`src/include/enc_consts.svh`:
```
`ifndef ENC_CONSTS_SVH
`define ENC_CONSTS_SVH

// frame size in 4x4 blocks
`define FRAME_W_BLK 4
`define FRAME_H_BLK 3

// fixed quantizer step
`define ENC_QP 27

// datapath widths
`define PIX_W 8
`define LEVEL_W 13
`define CODE_W 32
`define LEN_W 6

`endif

```
`src/hw/enc_if.sv`:
```
`timescale 1ns/100ps
`include "enc_consts.svh"


// one variable length codeword, right aligned
interface code_if;
    logic                       valid;
    logic                       ready;
    logic [`CODE_W-1:0]         code;
    logic [`LEN_W-1:0]          len;
    logic                       last;

    modport src (
        output valid, code, len, last,
        input  ready
    );
    modport dst (
        input  valid, code, len, last,
        output ready
    );
endinterface

```
`src/hw/bit_packer.sv`:
```
`timescale 1ns/100ps
`include "enc_consts.svh"

module bit_packer (
    input  logic        clk,
    input  logic        reset_i,
    code_if.dst         code,
    output logic        out_valid_o,
    output logic [31:0] out_word_o,
    output logic [31:0] out_addr_o,
    output logic        done_o
);

    // valid bits sit at the top of acc, everything below fill is zero
    logic [63:0] acc;
    logic [63:0] acc_sh;
    logic [6:0]  fill;
    logic [6:0]  base;
    logic        flushing;
    logic        emit;
    logic        take;
    logic [31:0] wr_cnt;

    assign code.ready = !flushing;
    assign take       = code.valid && !flushing;
    assign emit       = (fill >= 7'd32) || (flushing && fill != 7'd0);
    assign acc_sh     = emit ? {acc[31:0], 32'b0} : acc;
    assign base       = emit ? ((fill >= 7'd32) ? fill - 7'd32 : 7'd0) : fill;

    always_ff @(posedge clk) begin
        if (reset_i) begin
            acc         <= '0;
            fill        <= '0;
            flushing    <= 1'b0;
            wr_cnt      <= '0;
            out_valid_o <= 1'b0;
            out_word_o  <= '0;
            out_addr_o  <= '0;
            done_o      <= 1'b0;
        end else begin
            out_valid_o <= emit;
            done_o      <= 1'b0;
            if (emit) begin
                out_word_o <= acc[63:32];
                out_addr_o <= wr_cnt;
                wr_cnt     <= wr_cnt + 32'd1;
            end
            if (take) begin
                acc  <= acc_sh | ({32'b0, code.code} << (7'd64 - base - 7'(code.len)));
                fill <= base + 7'(code.len);
                if (code.last) flushing <= 1'b1;
            end else begin
                acc  <= acc_sh;
                fill <= base;
            end
            // last partial word already went out, close the frame
            if (flushing && fill == 7'd0) begin
                flushing <= 1'b0;
                done_o   <= 1'b1;
                wr_cnt   <= '0;
            end
        end
    end

endmodule

```
`src/flat_wrapper.sv`:
```
// flat-port wrapper written by rule: the top's interface ports become plain ports
module bit_packer_flat 
  (clk, reset_i, out_valid_o, out_word_o, out_addr_o, done_o, code_valid, code_code, code_len, code_last, code_ready);
  code_if code_i ();
  input  logic clk;
  input  logic reset_i;
  output logic out_valid_o;
  output logic [31:0] out_word_o;
  output logic [31:0] out_addr_o;
  output logic done_o;
  input wire logic [$bits(code_i.valid)-1:0] code_valid;
  input wire logic [$bits(code_i.code)-1:0] code_code;
  input wire logic [$bits(code_i.len)-1:0] code_len;
  input wire logic [$bits(code_i.last)-1:0] code_last;
  output wire logic [$bits(code_i.ready)-1:0] code_ready;
  assign code_i.valid = code_valid;
  assign code_i.code = code_code;
  assign code_i.len = code_len;
  assign code_i.last = code_last;
  assign code_ready = code_i.ready;
  bit_packer u_core (.clk(clk), .reset_i(reset_i), .code(code_i), .out_valid_o(out_valid_o), .out_word_o(out_word_o), .out_addr_o(out_addr_o), .done_o(done_o));
endmodule
```
`config.mk`:
```
export PLATFORM = sky130hd
export DESIGN_NAME = bit_packer_flat
export DESIGN_NICKNAME = d
export VERILOG_FILES = /design/src/hw/enc_if.sv /design/src/hw/bit_packer.sv /design/src/flat_wrapper.sv
export VERILOG_INCLUDE_DIRS = /design/src /design/src/include
export SDC_FILE = /design/constraint.sdc
export NUM_CORES = 1
export LEC_CHECK = 0
export BUFFER_PORTS_ARGS = -buffer_cell sky130_fd_sc_hd__buf_2
export CAP_MARGIN = 20
export CORE_MARGIN = 1
export CORE_UTILIZATION = 54
export DETAILED_ROUTE_END_ITERATION = 10
export PLACE_DENSITY = 0.77
export SETUP_SLACK_MARGIN = 0.3
export SYNTH_ARGS = -nofsm -noshare
export SYNTH_HDL_FRONTEND = slang
export SYNTH_SLANG_ARGS = --single-unit
```
`constraint.sdc`:
```
create_clock -name clk -period 4 [get_ports clk]
set_clock_uncertainty 0.05 [all_clocks]
set_input_delay 0.8 -clock clk [delete_from_list [all_inputs] [get_ports clk]]
set_output_delay 0.8 -clock clk [all_outputs]
set_load 0.1 [all_outputs]
```
==> impl_results.md <==
- ANT cells: 0
- Lkg Pwr: 4.56 nW
- Vias per inst: ~6
- Share of layout cells above drive strength 1: 0.238
- Cell Pwr Density: about 570 nW/um^2
- Post-synthesis register bit count: 170
- CP startpoint kind: flop
- M3 GR Usage: 0.0570
- Root buf cell: clkbuf_16
- Peak supply drop: 0.331 mV
- Number of synthesized flops with an enable pin: 0
- Setup slack, reg-to-reg: 0.39 ns
- Initial antenna violation count: 0
- Buf+Inv Stages, Crit Path: 1
- # clock sinks: 170
- Ys flop type: dfxtp_1
- CP Max Fanout: 7
- Count of cell types in the netlist: 67
- Clock latency on the worst-skew pair: 0.43 ns
- Syn Std Cell Area: between 9000 and 10000 sq um
- Worst Hold Class: reg -> reg
- Total GRT Usage: 0.295
- Tcrit/Tclk final: 0.904
- Residual DRC: 0
- Die Y: between 100 and 150 um
- DP Area: 10600 sq um
- Htree depth: 4
- Hold Crit Depth: 2
- Largest net degree at the start of global routing: 66
- CP Depth: 12
- Syn nets: 1246
- Reg2Reg Launch Point: u_core.flushing$_SDFFE_PP0P_
- Total wire length: 27300 um
- Utilization after layout: 0.671
- Synth Warn #: 0
- First drt pass iteration count: 5
- Crit path time final: 3.61 ns
- Vias in the first global route: 8095
- Most Crowded Layer GR: met2
- Global-route met1 utilization: 0.415
- CP max stage cell: or3b_4
- Top cell type by total area after synthesis: dfxtp_1
- Grt ovf: 0
- Syn Inst Count: between 1000 and 1500
- Worst-margin pin slew: around 0.94 ns
- Global placer's final weighted congestion: 0.970
- Hold Crit Endpoint: u_core.out_addr_o[14]$_SDFFE_PP0N_
- Average cell area after synthesis: 8.17 sq um
- Synth cell count leaders: nand2_1, dfxtp_1, a21oi_1
- CP delay by family, top: simple AND/OR/NAND/NOR gates
- Post-Layout Inst Area: 11700 sq um
- Met2 usage: 0.442
- I/O pin total: 109
- Unrepaired setup endpoints after global routing: no
- Routed via count: between 9000 and 10000
- Largest cells by area after synthesis: dfxtp_1, nand2_1, mux4_2, a21oi_1, mux2i_1
- Count leader, synth: nand2_1
- Nets: 1360
- Max incr delay on CP: 0.41 ns
- End of the worst register-to-register path: u_core.acc[11]$_SDFF_PP0_
- First-pass GRT wire length: 42600 um
- Worst hold start: u_core.out_addr_o[14]$_SDFFE_PP0N_
- Die span in x: 136 um
- Crit. End Element: flop
- Initial DRC count: 919
- Hold-fix buffers, CTS: 0
- Final setup fails: 0
- Status: finished, final reports clean
- Worst EP required: 4.27 ns
- Synth top area share: 0.351
- Max_cap viols: 0
- Ys async rst share: 0
- Final Hold Vio Count: 0
- Worst Reg-to-Reg Cells: 12
- Arrival time worst endpoint: 3.88 ns
- Worst-path cell chain: or3b_4 -> and2_4 -> ha_4 -> ha_4 -> or4bb_1 -> mux2i_2 -> nor3_4 -> o31ai_4 -> buf_12 -> mux2_4 -> and2_4 -> a22o_1
- Max_slew headroom: 0.374
- Die area: between 15000 and 20000 sq um
- Starting Density: 0.556
- TritonCTS Buffers: 17
- Design Power: around 6.7 mW
- Max Buffers Root-to-Sink: 2
- WS Path Type: reg -> reg
- Reg clk slew, reported paths: 0.07 ns
- Min Hold Slack: 0.395 ns
- Seq/Total Area, Yosys: 0.351
- TNS Setup: 0 ns
- CTS tree: built
- DR WL/cell: 17.8 um
- Layout area overhead: 20.7%
- Core ar.: approximately 17000 sq um
- Half-perimeter wire length after placement: between 15000 and 20000 um
- Std cell rows: 48
- Final ANT Viol Nets: 0
- F_max: 277 MHz
- Max Slew Vio Count: 0
- Port Buffers: 108
cells by family after synthesis:
logic type / count (synthesis) / share of synthesized area
muxes: 98 / 0.143
xor gates and xnor gates: 43 / 0.0420
and+or+nand+nor: 457 / 0.206
adders and majority gates: 19 / 0.0261
buffers and inverters: 114 / 0.0506
AOI/OAI and AO/OA: 284 / 0.182
DFF: 170 / 0.351
layout make-up:
type	count	area, sq um
clock inverter	14	184
tap	225	282
sequential	170	3400
clock buffer	18	439
inverter	27	108
timing repair buffer	179	1180
fill	1452	5720
multi-input combinational	904	6090
worst register-to-register path, delay by kind of cell (launching register included):
kind / cells / cell delay, ns
compound gates: 2 / 0.55
fa+ha+maj: 2 / 0.50
buf+inv: 1 / 0.16
flops: 1 / 0.34
mux: 2 / 0.58
simple gates: 5 / 1.32
repair_timing:
item	CTS	global route
buffers inserted	13	9
pin swaps	8	9
setup endpoints to repair	64	50
gates resized for setup	22	14
gates cloned	3	1
flip-flops by register name (all words and copies together), names as in the netlist:
name / count
u_core.out_word_o: 32
u_core.fill: 7
u_core.wr_cnt: 32
u_core.out_addr_o: 32
u_core.flushing: 1
u_core.out_valid_o: 1
u_core.done_o: 1
u_core.acc: 64
stage by stage:
stage | setup slack [ns] | instances
finish | 0.385 | 1537
floorplan | 0.294 | 1185
detailed placement | 0.0797 | 1479
global route | 0.261 | 1537
CTS | 0.305 | 1527
global placement | 0.114 | 1479
how the worst max path moves through the flow:
stage,from,end,slack [ns]
detailed placement,u_core.flushing$_SDFFE_PP0P_,u_core.acc[16]$_SDFF_PP0_,0.08
global route,u_core.flushing$_SDFFE_PP0P_,u_core.acc[56]$_SDFF_PP0_,0.26
floorplan,u_core.flushing$_SDFFE_PP0P_,u_core.acc[32]$_SDFF_PP0_,0.29
global placement,u_core.fill[6]$_SDFF_PP0_,u_core.acc[59]$_SDFF_PP0_,0.11
CTS,u_core.flushing$_SDFFE_PP0P_,u_core.acc[49]$_SDFF_PP0_,0.31
finish,u_core.flushing$_SDFFE_PP0P_,u_core.acc[11]$_SDFF_PP0_,0.39
where the power goes:
| part | switching, mW | total, mW | internal (mW) | leakage, nW |
|---|---|---|---|---|
| logic | 1.83 | 3.09 | 1.26 | 2.89 |
| clock network | 0.755 | 1.72 | 0.965 | 0.295 |
| registers | 0.0748 | 1.88 | 1.81 | 1.37 |
layer usage:
metal | up-vias | routed length [um]
li1 | 4402 | -
met1 | 4331 | 12000
met2 | 412 | 12200
met3 | 63 | 2290
met4 | 0 | 828
met5 | - | 0
placed cells by master (no fill, tap or decap), types with 17 or more instances in the layout:
| cell type | count |
|---|---|
| o21ai_0 | 41 |
| xnor2_1 | 18 |
| nor2_1 | 84 |
| nand2_1 | 264 |
| mux2i_1 | 46 |
| dfxtp_1 | 169 |
| nand3_1 | 19 |
| inv_1 | 25 |
| mux4_2 | 30 |
| buf_4 | 63 |
| mux2_2 | 17 |
| clkbuf_16 | 17 |
| o21ai_1 | 18 |
| a21oi_1 | 123 |
| buf_2 | 107 |
Note: power is estimated with default switching activity, not from simulation.
