--- config.mk ---
export PLATFORM = sky130hd
export DESIGN_NAME = block_fetch_flat
export DESIGN_NICKNAME = d
export VERILOG_FILES = /design/src/hw/enc_if.sv /design/src/hw/block_fetch.sv /design/src/flat_wrapper.sv
export VERILOG_INCLUDE_DIRS = /design/src /design/src/include
export SDC_FILE = /design/constraint.sdc
export NUM_CORES = 1
export LEC_CHECK = 0
export ABC_AREA = 0
export BUFFER_PORTS_ARGS = -buffer_cell sky130_fd_sc_hd__buf_2
export CAP_MARGIN = 20
export CELL_PAD_IN_SITES_DETAIL_PLACEMENT = 0
export CELL_PAD_IN_SITES_GLOBAL_PLACEMENT = 2
export CORE_MARGIN = 3
export CORE_UTILIZATION = 36
export CTS_BUF_LIST = sky130_fd_sc_hd__clkbuf_8
export DETAILED_ROUTE_END_ITERATION = 12
export PLACE_DENSITY_LB_ADDON = 0.1
export RECOVER_POWER = 100
export REMOVE_ABC_BUFFERS = 1
export SLEW_MARGIN = 20
export SYNTH_ARGS = -nofsm -noshare
export SYNTH_HDL_FRONTEND = slang
export SYNTH_SLANG_ARGS = --single-unit
--- constraint.sdc ---
create_clock -name clk -period 6.8 [get_ports clk]
set_input_delay 1.7 -clock clk [delete_from_list [all_inputs] [get_ports clk]]
set_output_delay 1.7 -clock clk [all_outputs]
set_load 0.005 [all_outputs]
--- src/include/enc_consts.svh ---
`ifndef ENC_CONSTS_SVH
`define ENC_CONSTS_SVH

// frame size in 4x4 blocks
`define FRAME_W_BLK 4
`define FRAME_H_BLK 3

// fixed quantizer step
`define ENC_QP 27

// datapath widths
`define PIX_W 8
`define LEVEL_W 13
`define CODE_W 32
`define LEN_W 6

`endif

--- src/hw/enc_if.sv ---
`timescale 1ns/100ps
`include "enc_consts.svh"

// one 4x4 block of original pixels, raster order
interface blk_if;
    logic                       valid;
    logic                       ready;
    logic [7:0]                 blk_x;
    logic [7:0]                 blk_y;
    logic [15:0][`PIX_W-1:0]    pix;

    modport src (
        output valid, blk_x, blk_y, pix,
        input  ready
    );
    modport dst (
        input  valid, blk_x, blk_y, pix,
        output ready
    );
endinterface


--- src/hw/block_fetch.sv ---
`timescale 1ns/100ps
`include "enc_consts.svh"

module block_fetch (
    input  logic        clk,
    input  logic        reset_i,
    input  logic        start_i,
    input  logic        data_valid_i,
    input  logic [31:0] data_word_i,
    output logic        fetch_req_o,
    output logic [31:0] fetch_addr_o,
    blk_if.src          blk,
    output logic        frame_last_o
);

    localparam logic [1:0] S_IDLE  = 2'd0;
    localparam logic [1:0] S_ISSUE = 2'd1;
    localparam logic [1:0] S_WAIT  = 2'd2;
    localparam logic [1:0] S_SHOW  = 2'd3;

    logic [1:0]  state;
    logic [7:0]  bx;
    logic [7:0]  by;
    logic [1:0]  row;
    logic [31:0] word_addr;

    assign word_addr    = ((32'(by) << 2) + 32'(row)) * `FRAME_W_BLK + 32'(bx);
    assign blk.blk_x    = bx;
    assign blk.blk_y    = by;
    assign frame_last_o = (bx == 8'(`FRAME_W_BLK - 1)) && (by == 8'(`FRAME_H_BLK - 1));

    always_ff @(posedge clk) begin
        if (reset_i) begin
            state        <= S_IDLE;
            fetch_req_o  <= 1'b0;
            fetch_addr_o <= '0;
            blk.valid    <= 1'b0;
            bx           <= '0;
            by           <= '0;
            row          <= '0;
        end else begin
            case (state)
                S_IDLE: begin
                    if (start_i) begin
                        bx           <= '0;
                        by           <= '0;
                        row          <= '0;
                        fetch_req_o  <= 1'b1;
                        fetch_addr_o <= '0;
                        state        <= S_WAIT;
                    end
                end
                S_ISSUE: begin
                    fetch_req_o  <= 1'b1;
                    fetch_addr_o <= word_addr;
                    state        <= S_WAIT;
                end
                S_WAIT: begin
                    if (data_valid_i) begin
                        fetch_req_o <= 1'b0;
                        if (row == 2'd3) begin
                            blk.valid <= 1'b1;
                            state     <= S_SHOW;
                        end else begin
                            row   <= row + 2'd1;
                            state <= S_ISSUE;
                        end
                    end
                end
                default: begin
                    // hold the block until the intra stage takes it
                    if (blk.ready) begin
                        blk.valid <= 1'b0;
                        row       <= '0;
                        if (frame_last_o) begin
                            state <= S_IDLE;
                        end else begin
                            state <= S_ISSUE;
                            if (bx == 8'(`FRAME_W_BLK - 1)) begin
                                bx <= '0;
                                by <= by + 8'd1;
                            end else begin
                                bx <= bx + 8'd1;
                            end
                        end
                    end
                end
            endcase
        end
    end

    // byte 3 is the leftmost pixel of the row
    always_ff @(posedge clk) begin
        if (state == S_WAIT && data_valid_i) begin
            for (int c = 0; c < 4; c++) begin
                blk.pix[4 * row + c] <= data_word_i[31 - `PIX_W * c -: `PIX_W];
            end
        end
    end

endmodule

--- src/flat_wrapper.sv ---
// flat-port wrapper written by rule: the top's interface ports become plain ports
module block_fetch_flat 
  (clk, reset_i, start_i, data_valid_i, data_word_i, fetch_req_o, fetch_addr_o, frame_last_o, blk_valid, blk_blk_x, blk_blk_y, blk_pix, blk_ready);
  blk_if blk_i ();
  input  logic clk;
  input  logic reset_i;
  input  logic start_i;
  input  logic data_valid_i;
  input  logic [31:0] data_word_i;
  output logic fetch_req_o;
  output logic [31:0] fetch_addr_o;
  output logic frame_last_o;
  output wire logic [$bits(blk_i.valid)-1:0] blk_valid;
  output wire logic [$bits(blk_i.blk_x)-1:0] blk_blk_x;
  output wire logic [$bits(blk_i.blk_y)-1:0] blk_blk_y;
  output wire logic [$bits(blk_i.pix)-1:0] blk_pix;
  input wire logic [$bits(blk_i.ready)-1:0] blk_ready;
  assign blk_valid = blk_i.valid;
  assign blk_blk_x = blk_i.blk_x;
  assign blk_blk_y = blk_i.blk_y;
  assign blk_pix = blk_i.pix;
  assign blk_i.ready = blk_ready;
  block_fetch u_core (.clk(clk), .reset_i(reset_i), .start_i(start_i), .data_valid_i(data_valid_i), .data_word_i(data_word_i), .fetch_req_o(fetch_req_o), .fetch_addr_o(fetch_addr_o), .blk(blk_i), .frame_last_o(frame_last_o));
endmodule
==> impl_results.md <==
* Critical Path Fanout Max at 7
* Max VDD drop at 0.000105 V
* Critical path arrival at 1.90 ns
* Psw at 604 uW
* TritonCTS buffer count at 17
* Pin count of the biggest net entering global routing at 35
* Critical path, cell by cell: ha_1 > nor4b_1 > and4_1 > buf_2
* Initial core utilization at 0.370
* Core box area at roughly 17000 um2
* # port buffers at just under 200
* Number of synthesized flops with an enable pin at 128
* Run status: complete, but fails checks
* Syn Area/Cell at 14.7 um2
* Post-cts resize count at 0
* Sequential group share of total power at 0.532
* ANT nets after route at 0
* Initial antenna violation count at 0
* WL/cell at 17.6 um
* Synthesis-to-finish area growth at 21.8%
* Layout fillers at 1654
* Sequential area share after synthesis at 0.735
* CTS Hold Buffers Added at 0
* Sequential Area at 4540 um2
* Crit path largest cell delay at 0.47 ns
* Clock Sinks at 163
* Worst Setup Start Kind: flip-flop
* Worst-Skew Late Latency at 0.46 ns
* Cell family with most CP delay: simple AND/OR/NAND/NOR gates
* Synthesized area at 6180 um2
* Number of synthesized register bits at 163
* Worst Tran Pin Value at 1.72 ns
* Worst path slowest cell: dfxtp_1
* Final WL at 15100 um
* CP endpoint kind: primary output
* Count of cell types in the netlist at 42
* Critical path type: reg2out
* Root Buffer: clkbuf_8
* Min Tclk post-route at 3.60 ns
* Multi-input gate area in the final layout at 1470 um2
* Final Net Count at 680
* Dpl cell area at around 7300 um2
* Die area at ~19000 um2
* Failing checks: max-capacitance violations, max-slew violations
* Final hold vios at 0
* Tcrit/Tclk final at 0.529
* Clk slew on worst S/H paths at 0.09 ns
* H-tree levels at 4
* Setup Viol. Count Final at 0
* Number of inserted diodes at 0
* Largest cells by area after synthesis: edfxtp_1 (62%), dfxtp_1 (11%), ha_1 (3.4%)
* Design area at 7530 um2
* CP required at approximately 5 ns
* First-pass GRT wire length at roughly 22000 um
* Drc violations at 0
* PwrDens at roughly 290 nW/um2
* Clock power share at 0.339
* Vias per cell at 4.67
* Ys flop type: edfxtp_1
* Sw Share at 0.278
* Clock Skews at 0.0138 ns
* Via count at roughly 4000
* Post-synth ARST share at 0
* FP Rows at 47
* Final Max Tran Viols at 134
* Post-CTS Setup Bufs at 0
* Overall Global Routing Usage at 0.156
* Fraction of layout cells with a size suffix above 1 at 0.111
* IO Count at around 220
* Leak at 0.00259 uW
* GPL Wtd Cong at 0.760
* Post-synth top area share at 0.621
* Drt pass-1 iters at 4
* Maxcap violations at 4
* Detail Placement HPWL at roughly 11000 um
* Crit path buffers/inverters at 1
* Mapped Cells at 421
* DIE WIDTH at ~140 um
* Total gr overflow at 0
* CTS tree: built
* Clock tree buffer depth at 2
* Setup TNS at 0 ns
* Synth warnings at 0
* RSZ-0062 raised after global routing: no
* Fmax at approximately 0.28 GHz
* Die H at 137 um
* Pint at between 1500 and 2000 uW
* Initial DRC Count at around 140
* Combinational share of power at 0.129
* Hold WC Path Type: reg2reg
* Vias in the first global route at 3736
* Cell taking the most area after synthesis: edfxtp_1
* Rel. slew slack at -0.146
## logic make-up (layout without fill, tap and decap cells)
family                     Yosys count  after routing  share of synthesized area
AOI/OAI and AO/OA                   48             48                     0.0457
xor gates and xnor gates            14             14                     0.0198
adders and majority gates           18             18                     0.0376
buffers and inverters               39            238                     0.0384
DFF                                163            163                      0.735
muxes                                4              4                    0.00647
other                                1             19                   0.000606
and+or+nand+nor                    134            134                      0.117
## placed cells by master, fill, tap and decap left out, drive strengths merged, types with 6 or more instances in the layout
cell type,netlist,routed
a21oi,18,18
a22oi,7,7
and2,35,35
and3,8,8
buf,24,41
clkbuf,5,172
conb,1,19
dfxtp,35,35
edfxtp,128,128
ha,17,17
inv,10,19
nand2,19,19
nand3,13,13
nor2,26,26
nor3,7,7
o21ai,14,14
or3,6,6
xor2,11,11
## per-stage QoR
step	instances	total power, uW	hold slack (ns)	util	setup WS, ns
after floorplan	410	1350	0.435	-	3.76
after global placement	826	1480	0.429	0.438	3.60
after detailed placement	826	1480	0.440	0.438	3.61
after CTS	858	2220	0.454	0.463	3.13
after global routing	858	2290	0.483	0.451	3.01
final	858	2170	0.453	0.451	3.20
## flip-flops by register name (all words and copies together), names as in the netlist
name / cells
u_core.row: 2
u_core.blk.blk_x: 8
u_core.blk.blk_y: 8
u_core.blk.pix: 128
u_core.fetch_addr_o: 13
u_core.fetch_req_o: 1
u_core.blk.valid: 1
u_core.state: 2
## layout make-up
| type | count | share of cell area |
|---|---|---|
| clock buffers | 17 | 0.0311 |
| repair buffers | 196 | 0.104 |
| flip-flops and latches | 163 | 0.603 |
| clock inverters | 15 | 0.0249 |
| inverters | 10 | 0.00498 |
| multi-input cells | 237 | 0.195 |
| well taps | 220 | 0.0365 |
## routing by layer
metal  vias up  track usage  wire (um)
li1       1905            -          -
met1      1923        0.192       6560
met2       170        0.266       7390
met3        10       0.0463       1060
met4         0       0.0466        119
met5         -            0          0
## worst min-delay path, cell delays in order (launching register included)
cell     delay (ns)
dfxtp_1        0.32
nand2_1        0.05
nand2_1        0.04
## power groups by stage
stage	clock, uW	sequential (uW)	combinational, uW
final	737	1160	280
after global routing	812	1160	318
after CTS	762	1150	301
after detailed placement	0	1180	301
after global placement	0	1180	299
after floorplan	0	1180	171
## Yosys cell counts, types with 2 or more instances
cell type    n
edfxtp_1   128
dfxtp_1     35
and2_1      33
nor2_1      26
buf_4       20
nand2_1     19
a21oi_1     18
ha_1        17
nand3_1     13
o21ai_0     13
xor2_1      11
inv_1       10
and3_1       8
a22oi_1      7
nor3_1       7
or3_1        6
clkbuf_1     5
nand4_1      5
mux2i_1      4
nor2b_1      3
o211ai_1     3
xnor2_1      3
a32oi_1      2
and2_0       2
and4_1       2
buf_6        2
nand2b_1     2
nand3b_1     2
nor4b_1      2
## path summary, 6_finish.rpt
kind / end / cells after the start / from / slack (ns)
worst max-delay path: frame_last_o / 4 / u_core.blk.blk_y[1] / 3.20
worst min-delay path: u_core.fetch_addr_o[12] / 2 / u_core.fetch_addr_o[12] / 0.45
worst max register to register: u_core.blk.valid / 5 / u_core.row[1] / 3.95
worst min register to register: u_core.fetch_addr_o[12] / 2 / u_core.fetch_addr_o[12] / 0.45
Power figures use the tool's default switching activity.
