$ cat src/include/enc_consts.svh
`ifndef ENC_CONSTS_SVH
`define ENC_CONSTS_SVH

// frame size in 4x4 blocks
`define FRAME_W_BLK 4
`define FRAME_H_BLK 3

// fixed quantizer step
`define ENC_QP 27

// datapath widths
`define PIX_W 8
`define LEVEL_W 13
`define CODE_W 32
`define LEN_W 6

`endif

$ cat src/hw/enc_pkg.sv
package enc_pkg;

    // multipliers per qp%6, element 0 is qp%6 == 0
    localparam logic [5:0][15:0] MF_CLS0 = {
        16'd7282, 16'd8192, 16'd9362, 16'd10082, 16'd11916, 16'd13107
    };
    localparam logic [5:0][15:0] MF_CLS1 = {
        16'd2893, 16'd3355, 16'd3647, 16'd4194, 16'd4660, 16'd5243
    };
    localparam logic [5:0][15:0] MF_CLS2 = {
        16'd4559, 16'd5243, 16'd5825, 16'd6554, 16'd7490, 16'd8066
    };

    // raster index {row, col} per scan index, element 0 is scan index 0
    localparam logic [15:0][3:0] ZIGZAG = {
        4'd15, 4'd14, 4'd11, 4'd7, 4'd10, 4'd13, 4'd12, 4'd9,
        4'd6, 4'd3, 4'd2, 4'd5, 4'd8, 4'd4, 4'd1, 4'd0
    };

    // class 0: both even, class 1: both odd, class 2: mixed
    function automatic int quant_mf(input int qp_mod, input int cls);
        case (cls)
            0: return int'(MF_CLS0[qp_mod]);
            1: return int'(MF_CLS1[qp_mod]);
            default: return int'(MF_CLS2[qp_mod]);
        endcase
    endfunction

    function automatic int quant_bits(input int qp);
        return 15 + qp / 6;
    endfunction

    function automatic logic [3:0] zigzag_pos(input logic [3:0] idx);
        return ZIGZAG[idx];
    endfunction

endpackage

$ cat src/hw/enc_if.sv
`timescale 1ns/100ps
`include "enc_consts.svh"


// one block of quantized levels, raster order
interface coef_if;
    logic                       valid;
    logic                       ready;
    logic                       last;
    logic [15:0][`LEVEL_W-1:0]  level;

    modport src (
        output valid, last, level,
        input  ready
    );
    modport dst (
        input  valid, last, level,
        output ready
    );
endinterface

// one variable length codeword, right aligned
interface code_if;
    logic                       valid;
    logic                       ready;
    logic [`CODE_W-1:0]         code;
    logic [`LEN_W-1:0]          len;
    logic                       last;

    modport src (
        output valid, code, len, last,
        input  ready
    );
    modport dst (
        input  valid, code, len, last,
        output ready
    );
endinterface

$ cat src/hw/coef_expgolomb.sv
`timescale 1ns/100ps
`include "enc_consts.svh"

module coef_expgolomb
    import enc_pkg::*;
(
    input  logic clk,
    input  logic reset_i,
    coef_if.dst  coef,
    code_if.src  code
);

    logic                        busy;
    logic                        blk_last;
    logic [3:0]                  idx;
    logic [15:0][`LEVEL_W-1:0]   lv_q;
    logic signed [`LEVEL_W+1:0]  lv;
    logic [`LEVEL_W+1:0]         uval;
    logic [`LEVEL_W+1:0]         vp1;
    logic [`LEN_W-1:0]           nbits;

    assign coef.ready = !busy;
    assign code.valid = busy;
    assign code.last  = blk_last && (idx == 4'd15);
    assign code.code  = `CODE_W'(vp1);
    // nbits-1 leading zeros in front of the nbits of value+1
    assign code.len   = (nbits << 1) - `LEN_W'(1);

    always_comb begin
        lv    = $signed(lv_q[zigzag_pos(idx)]);
        // signed to unsigned mapping, positive values take the odd codes
        uval  = (lv > 0) ? (lv <<< 1) - 1 : -(lv <<< 1);
        vp1   = uval + 1'b1;
        nbits = '0;
        for (int b = 0; b < `LEVEL_W + 2; b++) begin
            if (vp1[b]) nbits = `LEN_W'(b + 1);
        end
    end

    always_ff @(posedge clk) begin
        if (reset_i) begin
            busy <= 1'b0;
            idx  <= '0;
        end else if (!busy) begin
            if (coef.valid) begin
                busy <= 1'b1;
                idx  <= '0;
            end
        end else if (code.ready) begin
            idx <= idx + 4'd1;
            if (idx == 4'd15) busy <= 1'b0;
        end
    end

    always_ff @(posedge clk) begin
        if (coef.valid && coef.ready) begin
            lv_q     <= coef.level;
            blk_last <= coef.last;
        end
    end

endmodule

$ cat src/flat_wrapper.sv
// flat-port wrapper written by rule: the top's interface ports become plain ports
module coef_expgolomb_flat import enc_pkg::*;
  (clk, reset_i, coef_valid, coef_last, coef_level, coef_ready, code_valid, code_code, code_len, code_last, code_ready);
  coef_if coef_i ();
  code_if code_i ();
  input  logic clk;
  input  logic reset_i;
  input wire logic [$bits(coef_i.valid)-1:0] coef_valid;
  input wire logic [$bits(coef_i.last)-1:0] coef_last;
  input wire logic [$bits(coef_i.level)-1:0] coef_level;
  output wire logic [$bits(coef_i.ready)-1:0] coef_ready;
  output wire logic [$bits(code_i.valid)-1:0] code_valid;
  output wire logic [$bits(code_i.code)-1:0] code_code;
  output wire logic [$bits(code_i.len)-1:0] code_len;
  output wire logic [$bits(code_i.last)-1:0] code_last;
  input wire logic [$bits(code_i.ready)-1:0] code_ready;
  assign coef_i.valid = coef_valid;
  assign coef_i.last = coef_last;
  assign coef_i.level = coef_level;
  assign coef_ready = coef_i.ready;
  assign code_valid = code_i.valid;
  assign code_code = code_i.code;
  assign code_len = code_i.len;
  assign code_last = code_i.last;
  assign code_i.ready = code_ready;
  coef_expgolomb u_core (.clk(clk), .reset_i(reset_i), .coef(coef_i), .code(code_i));
endmodule
$ cat config.mk
export PLATFORM = sky130hd
export DESIGN_NAME = coef_expgolomb_flat
export DESIGN_NICKNAME = d
export VERILOG_FILES = /design/src/hw/enc_pkg.sv /design/src/hw/enc_if.sv /design/src/hw/coef_expgolomb.sv /design/src/flat_wrapper.sv
export VERILOG_INCLUDE_DIRS = /design/src /design/src/include
export SDC_FILE = /design/constraint.sdc
export NUM_CORES = 1
export LEC_CHECK = 0
export BUFFER_PORTS_ARGS = -buffer_cell sky130_fd_sc_hd__buf_2
export CAP_MARGIN = 10
export CORE_MARGIN = 1
export CORE_UTILIZATION = 48
export CTS_CLUSTER_SIZE = 28
export DETAILED_ROUTE_END_ITERATION = 10
export PLACE_DENSITY = 0.77
export SLEW_MARGIN = 20
export SYNTH_ARGS = -nofsm -noshare
export SYNTH_HDL_FRONTEND = slang
export SYNTH_SLANG_ARGS = --single-unit
$ cat constraint.sdc
create_clock -name clk -period 11.5 [get_ports clk]
set_input_delay 2.875 -clock clk [delete_from_list [all_inputs] [get_ports clk]]
set_output_delay 2.875 -clock clk [all_outputs]
set_load 0.02 [all_outputs]
==> results.json, run 1 <==
{
  "tns_ns": 0,
  "die_y_um": 144.2,
  "seq_area_frac_synth_pct": 66.49,
  "cap_violations": 0,
  "io_pins": 254,
  "cp_data_arrival_time_ns": 6.61,
  "switching_share_pct": 22.00,
  "avgSynthCellArea_um2": 17.37,
  "seqPwrFrac_pct": 50.7,
  "antenna_found_initial": 8,
  "final_util_pct": 60.04,
  "cts-hold-fix-buffers": 0,
  "dr_total_vias": 5711,
  "synthDistinctLibCells": 61,
  "first_global_vias": 5626,
  "p_leak_nw": 4.392,
  "yosysWarnings": 0,
  "numPortBuffers": 235,
  "initial_core_util_pct": 49.40,
  "final_common_cell": "buf_2",
  "drv_slew": 0,
  "drtIter0Drc": 391,
  "gp_congestion": 0.8614,
  "synth-edff-count": 209,
  "power.share.clock_pct": 38.8,
  "avgViaCountPerCell": 5.230,
  "post-place-ws_ns": 2.478,
  "cts-root-buf": "clkbuf_16",
  "worstSkewPairLatency_ns": 0.49,
  "critPathLaunchType": "flip-flop",
  "cts_sinks": 218,
  "die_w_um": 144.2,
  "min_path_type": "flip-flop to flip-flop",
  "clk_pin_slew_ns": 0.06,
  "setup_slack_ns": 2.011,
  "grt_pass1_wl_um": 29920,
  "cts_buffers": 23,
  "share_comb_of_total_power_pct": 10.5,
  "crit_path_end_kind": "output port",
  "grt_max_degree": 85,
  "areaGrowthSynthToFinish_pct": 21.53,
  "finalCritPeriodShare_pct": 82.51,
  "num-nets-final": 1027,
  "place_area_mm2": 0.01105,
  "mostFrequentLayoutCells": "buf_2, edfxtp_1, mux4_2, clkbuf_16, mux4_1",
  "ir_worst_vdd_v": 0.0001327,
  "p_int_mw": 1.444,
  "worst_pin_slew_ns": 1.044,
  "power_density_mw_per_mm2": 156.8,
  "setup-violations-final": 0,
  "post-cts-setup-buffer-count": 0,
  "rows": 51,
  "hold_violations": 0,
  "run_status": "completed",
  "synth-seq-cells": 218,
  "cts_tree": "done",
  "fin_area_mm2": 0.01180,
  "async_flop_share_pct": 0,
  "critPathMaxFanout": 56,
  "wl_per_cell_um": 18.40,
  "wl_um": 20090,
  "critPathKind": "flip-flop to output port",
  "fin_skew_ns": 0.008140,
  "syn_inst": 559,
  "die_area_mm2": 0.02080,
  "slowest_stage": "dfxtp_4",
  "htreeDepth": 1,
  "slowest_delay_ns": 1.03,
  "path_cells": "mux4_1 -> a22oi_1 -> nand2_1 -> nor4_1 -> a31o_1 -> clkinv_1 -> ha_1 -> inv_1 -> o21ai_0 -> a31oi_1 -> o22ai_1 -> xnor2_1 -> nor3_1 -> nor2_1 -> o311ai_0 -> nor2b_1 -> nor4_1 -> ha_1 -> xor2_1 -> buf_2",
  "cts_resized": 0,
  "drc": 0,
  "gr-usage-all-layers_pct": 19.33,
  "maxClockFrequency_ghz": 0.1054,
  "drive_gt1_share_pct": 39.00,
  "rsz0062_at_grt": "false",
  "clk_path_buf_depth": 3,
  "period_minus_slack_ns": 9.489,
  "synth-main-ff-cell": "edfxtp_1",
  "max_slew_margin_pct": 30.40,
  "overflow": 0,
  "ant_nets": 0,
  "netlist_area_mm2": 0.009709,
  "first_pass_iters": 5,
  "coreArea_mm2": 0.01965,
  "p_switching_mw": 0.4072,
  "required_ns": 8.63,
  "hpwl_um": 14270,
  "holdWs_ns": 0.5330
}
==> flip-flops by register name, indices dropped and copies added, names as in the netlist, named ones only <==
name and flops:
u_core.blk_last 1, u_core.code.valid 1, u_core.idx 4, u_core.lv_q 208
==> logic make-up after synthesis <==
logic type / count (synthesis) / synth area share, %
compound gates: 72 / 5.296
xor+xnor: 23 / 2.152
fa+ha+maj: 11 / 1.418
buf+inv: 52 / 3.428
flops: 218 / 66.49
mux: 74 / 15.33
other cells: 2 / 0.07735
simple gates: 107 / 5.799
==> critical path: cells and delay by family, from the launching register on <==
kind                     cells  cell delay (ns)
multiplexers                 1             0.66
XOR/XNOR                     2             0.33
buffers and inverters        3             0.54
flip-flops                   1             1.03
adder cells (fa/ha/maj)      2             0.53
AND/OR/NAND/NOR              6             1.48
AO/OA/AOI/OAI                6             1.55
==> metrics by stage <==
| step | std cells | total power, mW |
|---|---|---|
| floorplan | 575 | 1.087 |
| global placement | 1043 | 1.145 |
| detailed placement | 1043 | 1.150 |
| CTS | 1083 | 1.867 |
| global route | 1090 | 1.918 |
| finish | 1092 | 1.851 |
==> routing by layer <==
metal  wire length (µm)  share of wire (%)  vias up  track usage [%]
met1               8127                 40     2731            24.95
met5                  8              0.040        -                0
met4                353                1.8        2            6.537
met2              10190                 51      223            32.44
met3               1415                7.0       28            4.272
li1                   -                  -     2727                -
==> power by group through the flow <==
stage	logic, mW	clock network, mW	registers [mW]
2_1_floorplan	0.135	0	0.952
3_3_place_gp	0.192	0	0.953
3_5_place_dp	0.194	0	0.956
4_1_cts	0.195	0.733	0.939
5_1_grt	0.212	0.763	0.943
6_report	0.194	0.718	0.939
==> worst paths after layout <==
check	from	endpoint	slack, ns	cells after the start
min	u_core.idx[0]	u_core.idx[0]	0.53	2
max	flip-flop	code_len[3]	2.01	20
max reg2reg	u_core.code.valid	u_core.lv_q[22]	9.01	3
min reg2reg	u_core.idx[0]	u_core.idx[0]	0.53	2
==> synthesized netlist by cell type, types with 11 or more instances <==
library cell  count  area, µm²
nor3_1           11      55.05
xnor2_1          15      131.4
ha_1             11      137.6
mux4_2           32      720.7
inv_1            14      52.55
nor2_1           21      78.83
a22oi_1          15      112.6
buf_4            19      142.6
mux4_1           21      551.8
mux2i_1          16      160.2
edfxtp_1        209       6276
nand2_1          19      71.32
a21oi_1          14      70.07
==> cell type report <==
class                      count  area (µm²)
timing repair buffer         240        1214
clock inverter                10       125.1
antenna                        9       22.52
sequential                   218        6461
multi-input combinational    305        2988
tap                          265       331.6
fill                        1491        7854
clock buffer                  30       601.8
inverter                      15       56.30
(Power assumes the default switching activity.)
==> inputs of run 2 (changes only) <==
ABC_AREA = 1   (was default)
CORE_UTILIZATION = 54   (was 48)
PLACE_DENSITY = 0.81   (was 0.77)
clock period = 9.1 ns   (was 11.5 ns; I/O delays follow)
==> results.json, run 2 <==
{
  "yosysMostFrequentCell": "nand2_1",
  "drtIter0Drc": 628,
  "slowest_stage": "clkinv_1",
  "power_mw": 2.435,
  "rows": 50,
  "clk_path_buf_depth": 3,
  "setup-violations-final": 0,
  "first_pass_iters": 5,
  "fin_skew_ns": 0.01959,
  "cap_violations": 0,
  "die_area_mm2": 0.01971,
  "largest_reg_flops": 208,
  "grt_max_degree": 211,
  "maxClockFrequency_ghz": 0.1253,
  "final_util_pct": 65.39,
  "cts-hold-fix-buffers": 0,
  "cts_tree": "done",
  "yosysTopAreaCellShare_pct": 60.69,
  "yosys.area.top_type": "edfxtp_1",
  "drv_slew": 0,
  "min_path_type": "flip-flop to flip-flop",
  "initial_core_util_pct": 55.10,
  "synth_common_cells": "nand2_1, edfxtp_1, nand3_1, nor2_1, inv_1",
  "mostFrequentLayoutCells": "nand2_1, buf_2, edfxtp_1, nand3_1",
  "htreeDepth": 1,
  "max_slew_margin_pct": 25.71,
  "ir_worst_vdd_v": 0.0001698,
  "coreArea_mm2": 0.01877,
  "finalCritPeriodShare_pct": 87.68,
  "period_minus_slack_ns": 7.978,
  "synth-seq-cells": 218,
  "cts-root-buf": "clkbuf_16",
  "io_pins": 254,
  "worstSkewPairLatency_ns": 0.53,
  "areaGrowthSynthToFinish_pct": 18.67,
  "syn_inst": 1024,
  "dp.cells": 1457,
  "ant_nets": 0,
  "worst_pin_slew_ns": 1.114,
  "slowest_delay_ns": 0.83,
  "num-nets-final": 1473,
  "antenna_found_initial": 1,
  "dr_total_vias": 7892,
  "synth-main-ff-cell": "edfxtp_1",
  "fin_area_mm2": 0.01227,
  "yosysWarnings": 0,
  "avgViaCountPerCell": 5.265,
  "drc": 0,
  "final-seq-area_mm2": 0.006461,
  "hold_violations": 0,
  "power_density_mw_per_mm2": 198.4,
  "p_leak_nw": 5.407,
  "place_area_mm2": 0.01153,
  "final_common_cell": "nand2_1",
  "gr-usage-all-layers_pct": 24.85,
  "hpwl_um": 16520,
  "seq_area_frac_synth_pct": 62.43,
  "drive_gt1_share_pct": 24.53,
  "numPortBuffers": 235,
  "clk_pin_slew_ns": 0.06,
  "overflow": 0,
  "synth_area_leaders": "edfxtp_1, nand2_1, nand3_1",
  "netlist_area_mm2": 0.01034,
  "rsz0062_at_grt": "false",
  "critPathLaunchType": "flip-flop",
  "die_y_um": 140.4,
  "die_w_um": 140.4,
  "required_ns": 6.83,
  "cp_data_arrival_time_ns": 5.70,
  "run_status": "completed",
  "synthDistinctLibCells": 37,
  "first_global_vias": 7759,
  "crit_path_end_kind": "output port",
  "cts_resized": 0,
  "multi_input_area_mm2": 0.003126,
  "cts_buffers": 24,
  "async_flop_share_pct": 0,
  "wl_um": 24260,
  "grt_pass1_wl_um": 38140,
  "top_regs": "u_core.lv_q: 208 flops, u_core.idx: 4 flops",
  "gp_congestion": 0.8996,
  "wl_per_cell_um": 16.18,
  "avgSynthCellArea_um2": 10.10,
  "fillers": 1448,
  "critPathKind": "flip-flop to output port",
  "crit_top_cell": "nand2_1",
  "critPathMaxFanout": 26,
  "tns_ns": 0,
  "fin_cells": 1499,
  "synth-edff-count": 209,
  "cts_sinks": 218,
  "post-cts-setup-buffer-count": 0,
  "largest_register": "u_core.lv_q"
}
[run 2: changes by cell type after synthesis, moves of 12 or more]
cell      delta
a22oi_1     -15
buf_2       +18
inv_1       +85
mux2i_1     -16
mux4_1      -21
mux4_2      -32
nand2_1    +243
nand3_1    +105
nor2_1      +79
o211ai_1    +17
o21ai_0     +32
o21ai_1     +17
xnor2_1     -12
[run 2: routing by layer]
metal  global-route usage (%)  wire length (µm)  vias up
li1                         -                 -     3847
met1                    31.74              9836     3635
met2                    42.11             11880      349
met3                    4.034              1666       61
met4                    10.64               876        0
met5                        0                 0        -
[run 2: worst max-delay path: cells and delay by family, from the launching register on]
family | cells | cell delay [ns]
AOI/OAI and AO/OA | 1 | 0.42
adders and majority gates | 3 | 0.71
buffers and inverters | 5 | 1.49
DFF | 1 | 0.33
and+or+nand+nor | 22 | 2.22
[run 2: power by group]
part	switching, mW	internal, mW	leakage (nW)
registers	0.0196	1.17	2.06
clock network	0.382	0.520	0.350
logic	0.231	0.117	2.99
total	0.632	1.80	5.41
[run 2: cells by family after synthesis]
family          Yosys count  synth area share [%]
other cells               2               0.07262
flops                   218                 62.43
simple gates            514                 21.27
fa+ha+maj                11                 1.331
xor+xnor                 13                 1.391
compound gates           97                 5.505
buf+inv                 169                 7.998
[run 2: per-stage QoR]
| step | setup WS [ns] | hold WS [ns] |
|---|---|---|
| floorplan | 2.007 | 0.5949 |
| global placement | 1.831 | 0.5235 |
| detailed placement | 1.758 | 0.5585 |
| CTS | 1.161 | 0.5714 |
| global route | 0.4627 | 0.6089 |
| finish | 1.122 | 0.5764 |
[run 2: area by class of cell]
type | instances | share of cell area, %
Sequential cell | 218 | 52.65
Tap cell | 234 | 2.386
Multi-Input combinational cell | 653 | 25.47
Inverter | 110 | 3.365
Timing Repair Buffer | 242 | 10.11
Clock buffer | 33 | 5.169
Clock inverter | 8 | 0.8259
Antenna cell | 1 | 0.02039
[run 2: final timing paths]
path              slack, ns           endpoint         startpoint  depth (start not counted)
setup reg to reg       6.77          flip-flop  u_core.code.valid                          9
hold / removal         0.58  u_core.code.valid  u_core.code.valid                          2
setup / recovery       1.12        code_len[5]          flip-flop                         31
hold reg to reg        0.58  u_core.code.valid  u_core.code.valid                          2
==> inputs of run 3 (changes only) <==
MAX_ROUTING_LAYER = met4   (was default)
==> results.json, run 3 (synthesis results as in run 2) <==
{
  "worstSkewPairLatency_ns": 0.52,
  "period_minus_slack_ns": 8.055,
  "initial_core_util_pct": 55.10,
  "overflow": 0,
  "hold_violations": 0,
  "grt_max_degree": 211,
  "drc": 0,
  "areaGrowthSynthToFinish_pct": 18.62,
  "place_area_mm2": 0.01153,
  "p_leak_nw": 5.410,
  "mostFrequentLayoutCells": "nand2_1, buf_2, edfxtp_1, nand3_1",
  "cts_tree": "done",
  "cp.buffers_inverters": 5,
  "cts-hold-fix-buffers": 0,
  "drive_gt1_share_pct": 24.74,
  "cts-root-buf": "clkbuf_16",
  "run_status": "completed",
  "ant_nets": 0,
  "slowest_delay_ns": 0.84,
  "worstReg2RegStart": "u_core.code.valid",
  "num_antenna_cells": 0,
  "largest_reg_flops": 208,
  "critPathLaunchType": "flip-flop",
  "grt_pass1_wl_um": 38090,
  "power_mw": 2.440,
  "coreArea_mm2": 0.01877,
  "gp_congestion": 0.9083,
  "first_global_vias": 7599,
  "post-cts-setup-buffer-count": 0,
  "largest_register": "u_core.lv_q",
  "min-delay-start": "u_core.code.valid",
  "hpwl_um": 16690,
  "rsz0062_at_grt": "false",
  "fin_area_mm2": 0.01227,
  "clk_path_buf_depth": 3,
  "max_slew_margin_pct": 24.78,
  "wl_per_cell_um": 16.33,
  "setup-violations-final": 0,
  "rows": 50,
  "dr_total_vias": 7964,
  "cp_data_arrival_time_ns": 5.78,
  "tns_ns": 0,
  "critPathKind": "flip-flop to output port",
  "clk_pin_slew_ns": 0.06,
  "avgViaCountPerCell": 5.313,
  "power_density_mw_per_mm2": 198.9,
  "die_w_um": 140.4,
  "ir_worst_vdd_v": 0.0001849,
  "worst_pin_slew_ns": 1.128,
  "critPathMaxFanout": 58,
  "critPathTopFamily": "simple AND/OR/NAND/NOR gates",
  "die_area_mm2": 0.01971,
  "crit_path_end_kind": "output port",
  "cap_violations": 0,
  "crit_top_cell": "nand2_1",
  "finalCritPeriodShare_pct": 88.51,
  "min_path_type": "flip-flop to flip-flop",
  "numPortBuffers": 235,
  "fin_skew_ns": 0.01977,
  "final-seq-area_mm2": 0.006461,
  "multi_input_area_mm2": 0.003126,
  "num-nets-final": 1472,
  "fillers": 1391,
  "wl_um": 24480,
  "drtIter0Drc": 570,
  "cts_sinks": 218,
  "io_pins": 254,
  "first_pass_iters": 8,
  "maxClockFrequency_ghz": 0.1241,
  "slowest_stage": "inv_2",
  "top_regs": "u_core.lv_q: 208 flops, u_core.idx: 4 flops",
  "die_y_um": 140.4,
  "htreeDepth": 1,
  "gr-usage-all-layers_pct": 25.73,
  "drv_slew": 0,
  "cts_resized": 0,
  "final_common_cell": "nand2_1",
  "required_ns": 6.83,
  "cts_buffers": 23,
  "antenna_found_initial": 0
}
==> run 3: path summary, 6_finish.rpt <==
path,cells past startpoint,to,slack [ns]
max,34,code_len[5],1.05
min,2,u_core.code.valid,0.55
max reg2reg,6,flip-flop,6.66
min reg2reg,2,u_core.code.valid,0.55
==> run 3: per-stage QoR <==
step / hold slack (ns) / utilization, % / instances / worst slack [ns]
after floorplan: 0.5949 / - / 1040 / 2.007
after global placement: 0.5245 / 61.45 / 1457 / 1.852
after detailed placement: 0.5438 / 61.45 / 1457 / 1.666
after CTS: 0.5510 / 65.36 / 1499 / 1.102
after global routing: 0.6015 / 65.36 / 1499 / 0.4254
final: 0.5469 / 65.36 / 1499 / 1.045
==> run 3: power by group <==
part	total, mW	switching [mW]	internal [mW]
Clock	0.905	0.377	0.528
Combinational	0.349	0.232	0.117
Sequential	1.19	0.0192	1.17
==> run 3: area by class of cell <==
| cell class | instances | share of cell area [%] |
|---|---|---|
| clock buffer | 29 | 4.876 |
| clock inverter | 13 | 1.102 |
| inverter | 110 | 3.366 |
| multi-input combinational | 653 | 25.48 |
| sequential | 218 | 52.67 |
| tap | 234 | 2.387 |
| timing repair buffer | 242 | 10.12 |
==> run 3: tightest hold or removal path, cell delays in order (launching register included) <==
cell,delay [ns]
dfxtp_1,0.35
inv_1,0.08
a211oi_1,0.07
==> run 3: per-layer routing <==
layer | track usage, % | vias to the layer above | routed length, µm
met1 | 32.71 | 3675 | 9828
met3 | 3.829 | 51 | 1875
met2 | 42.63 | 381 | 12110
met5 | - | - | 0
met4 | 8.213 | 0 | 659
li1 | - | 3857 | -
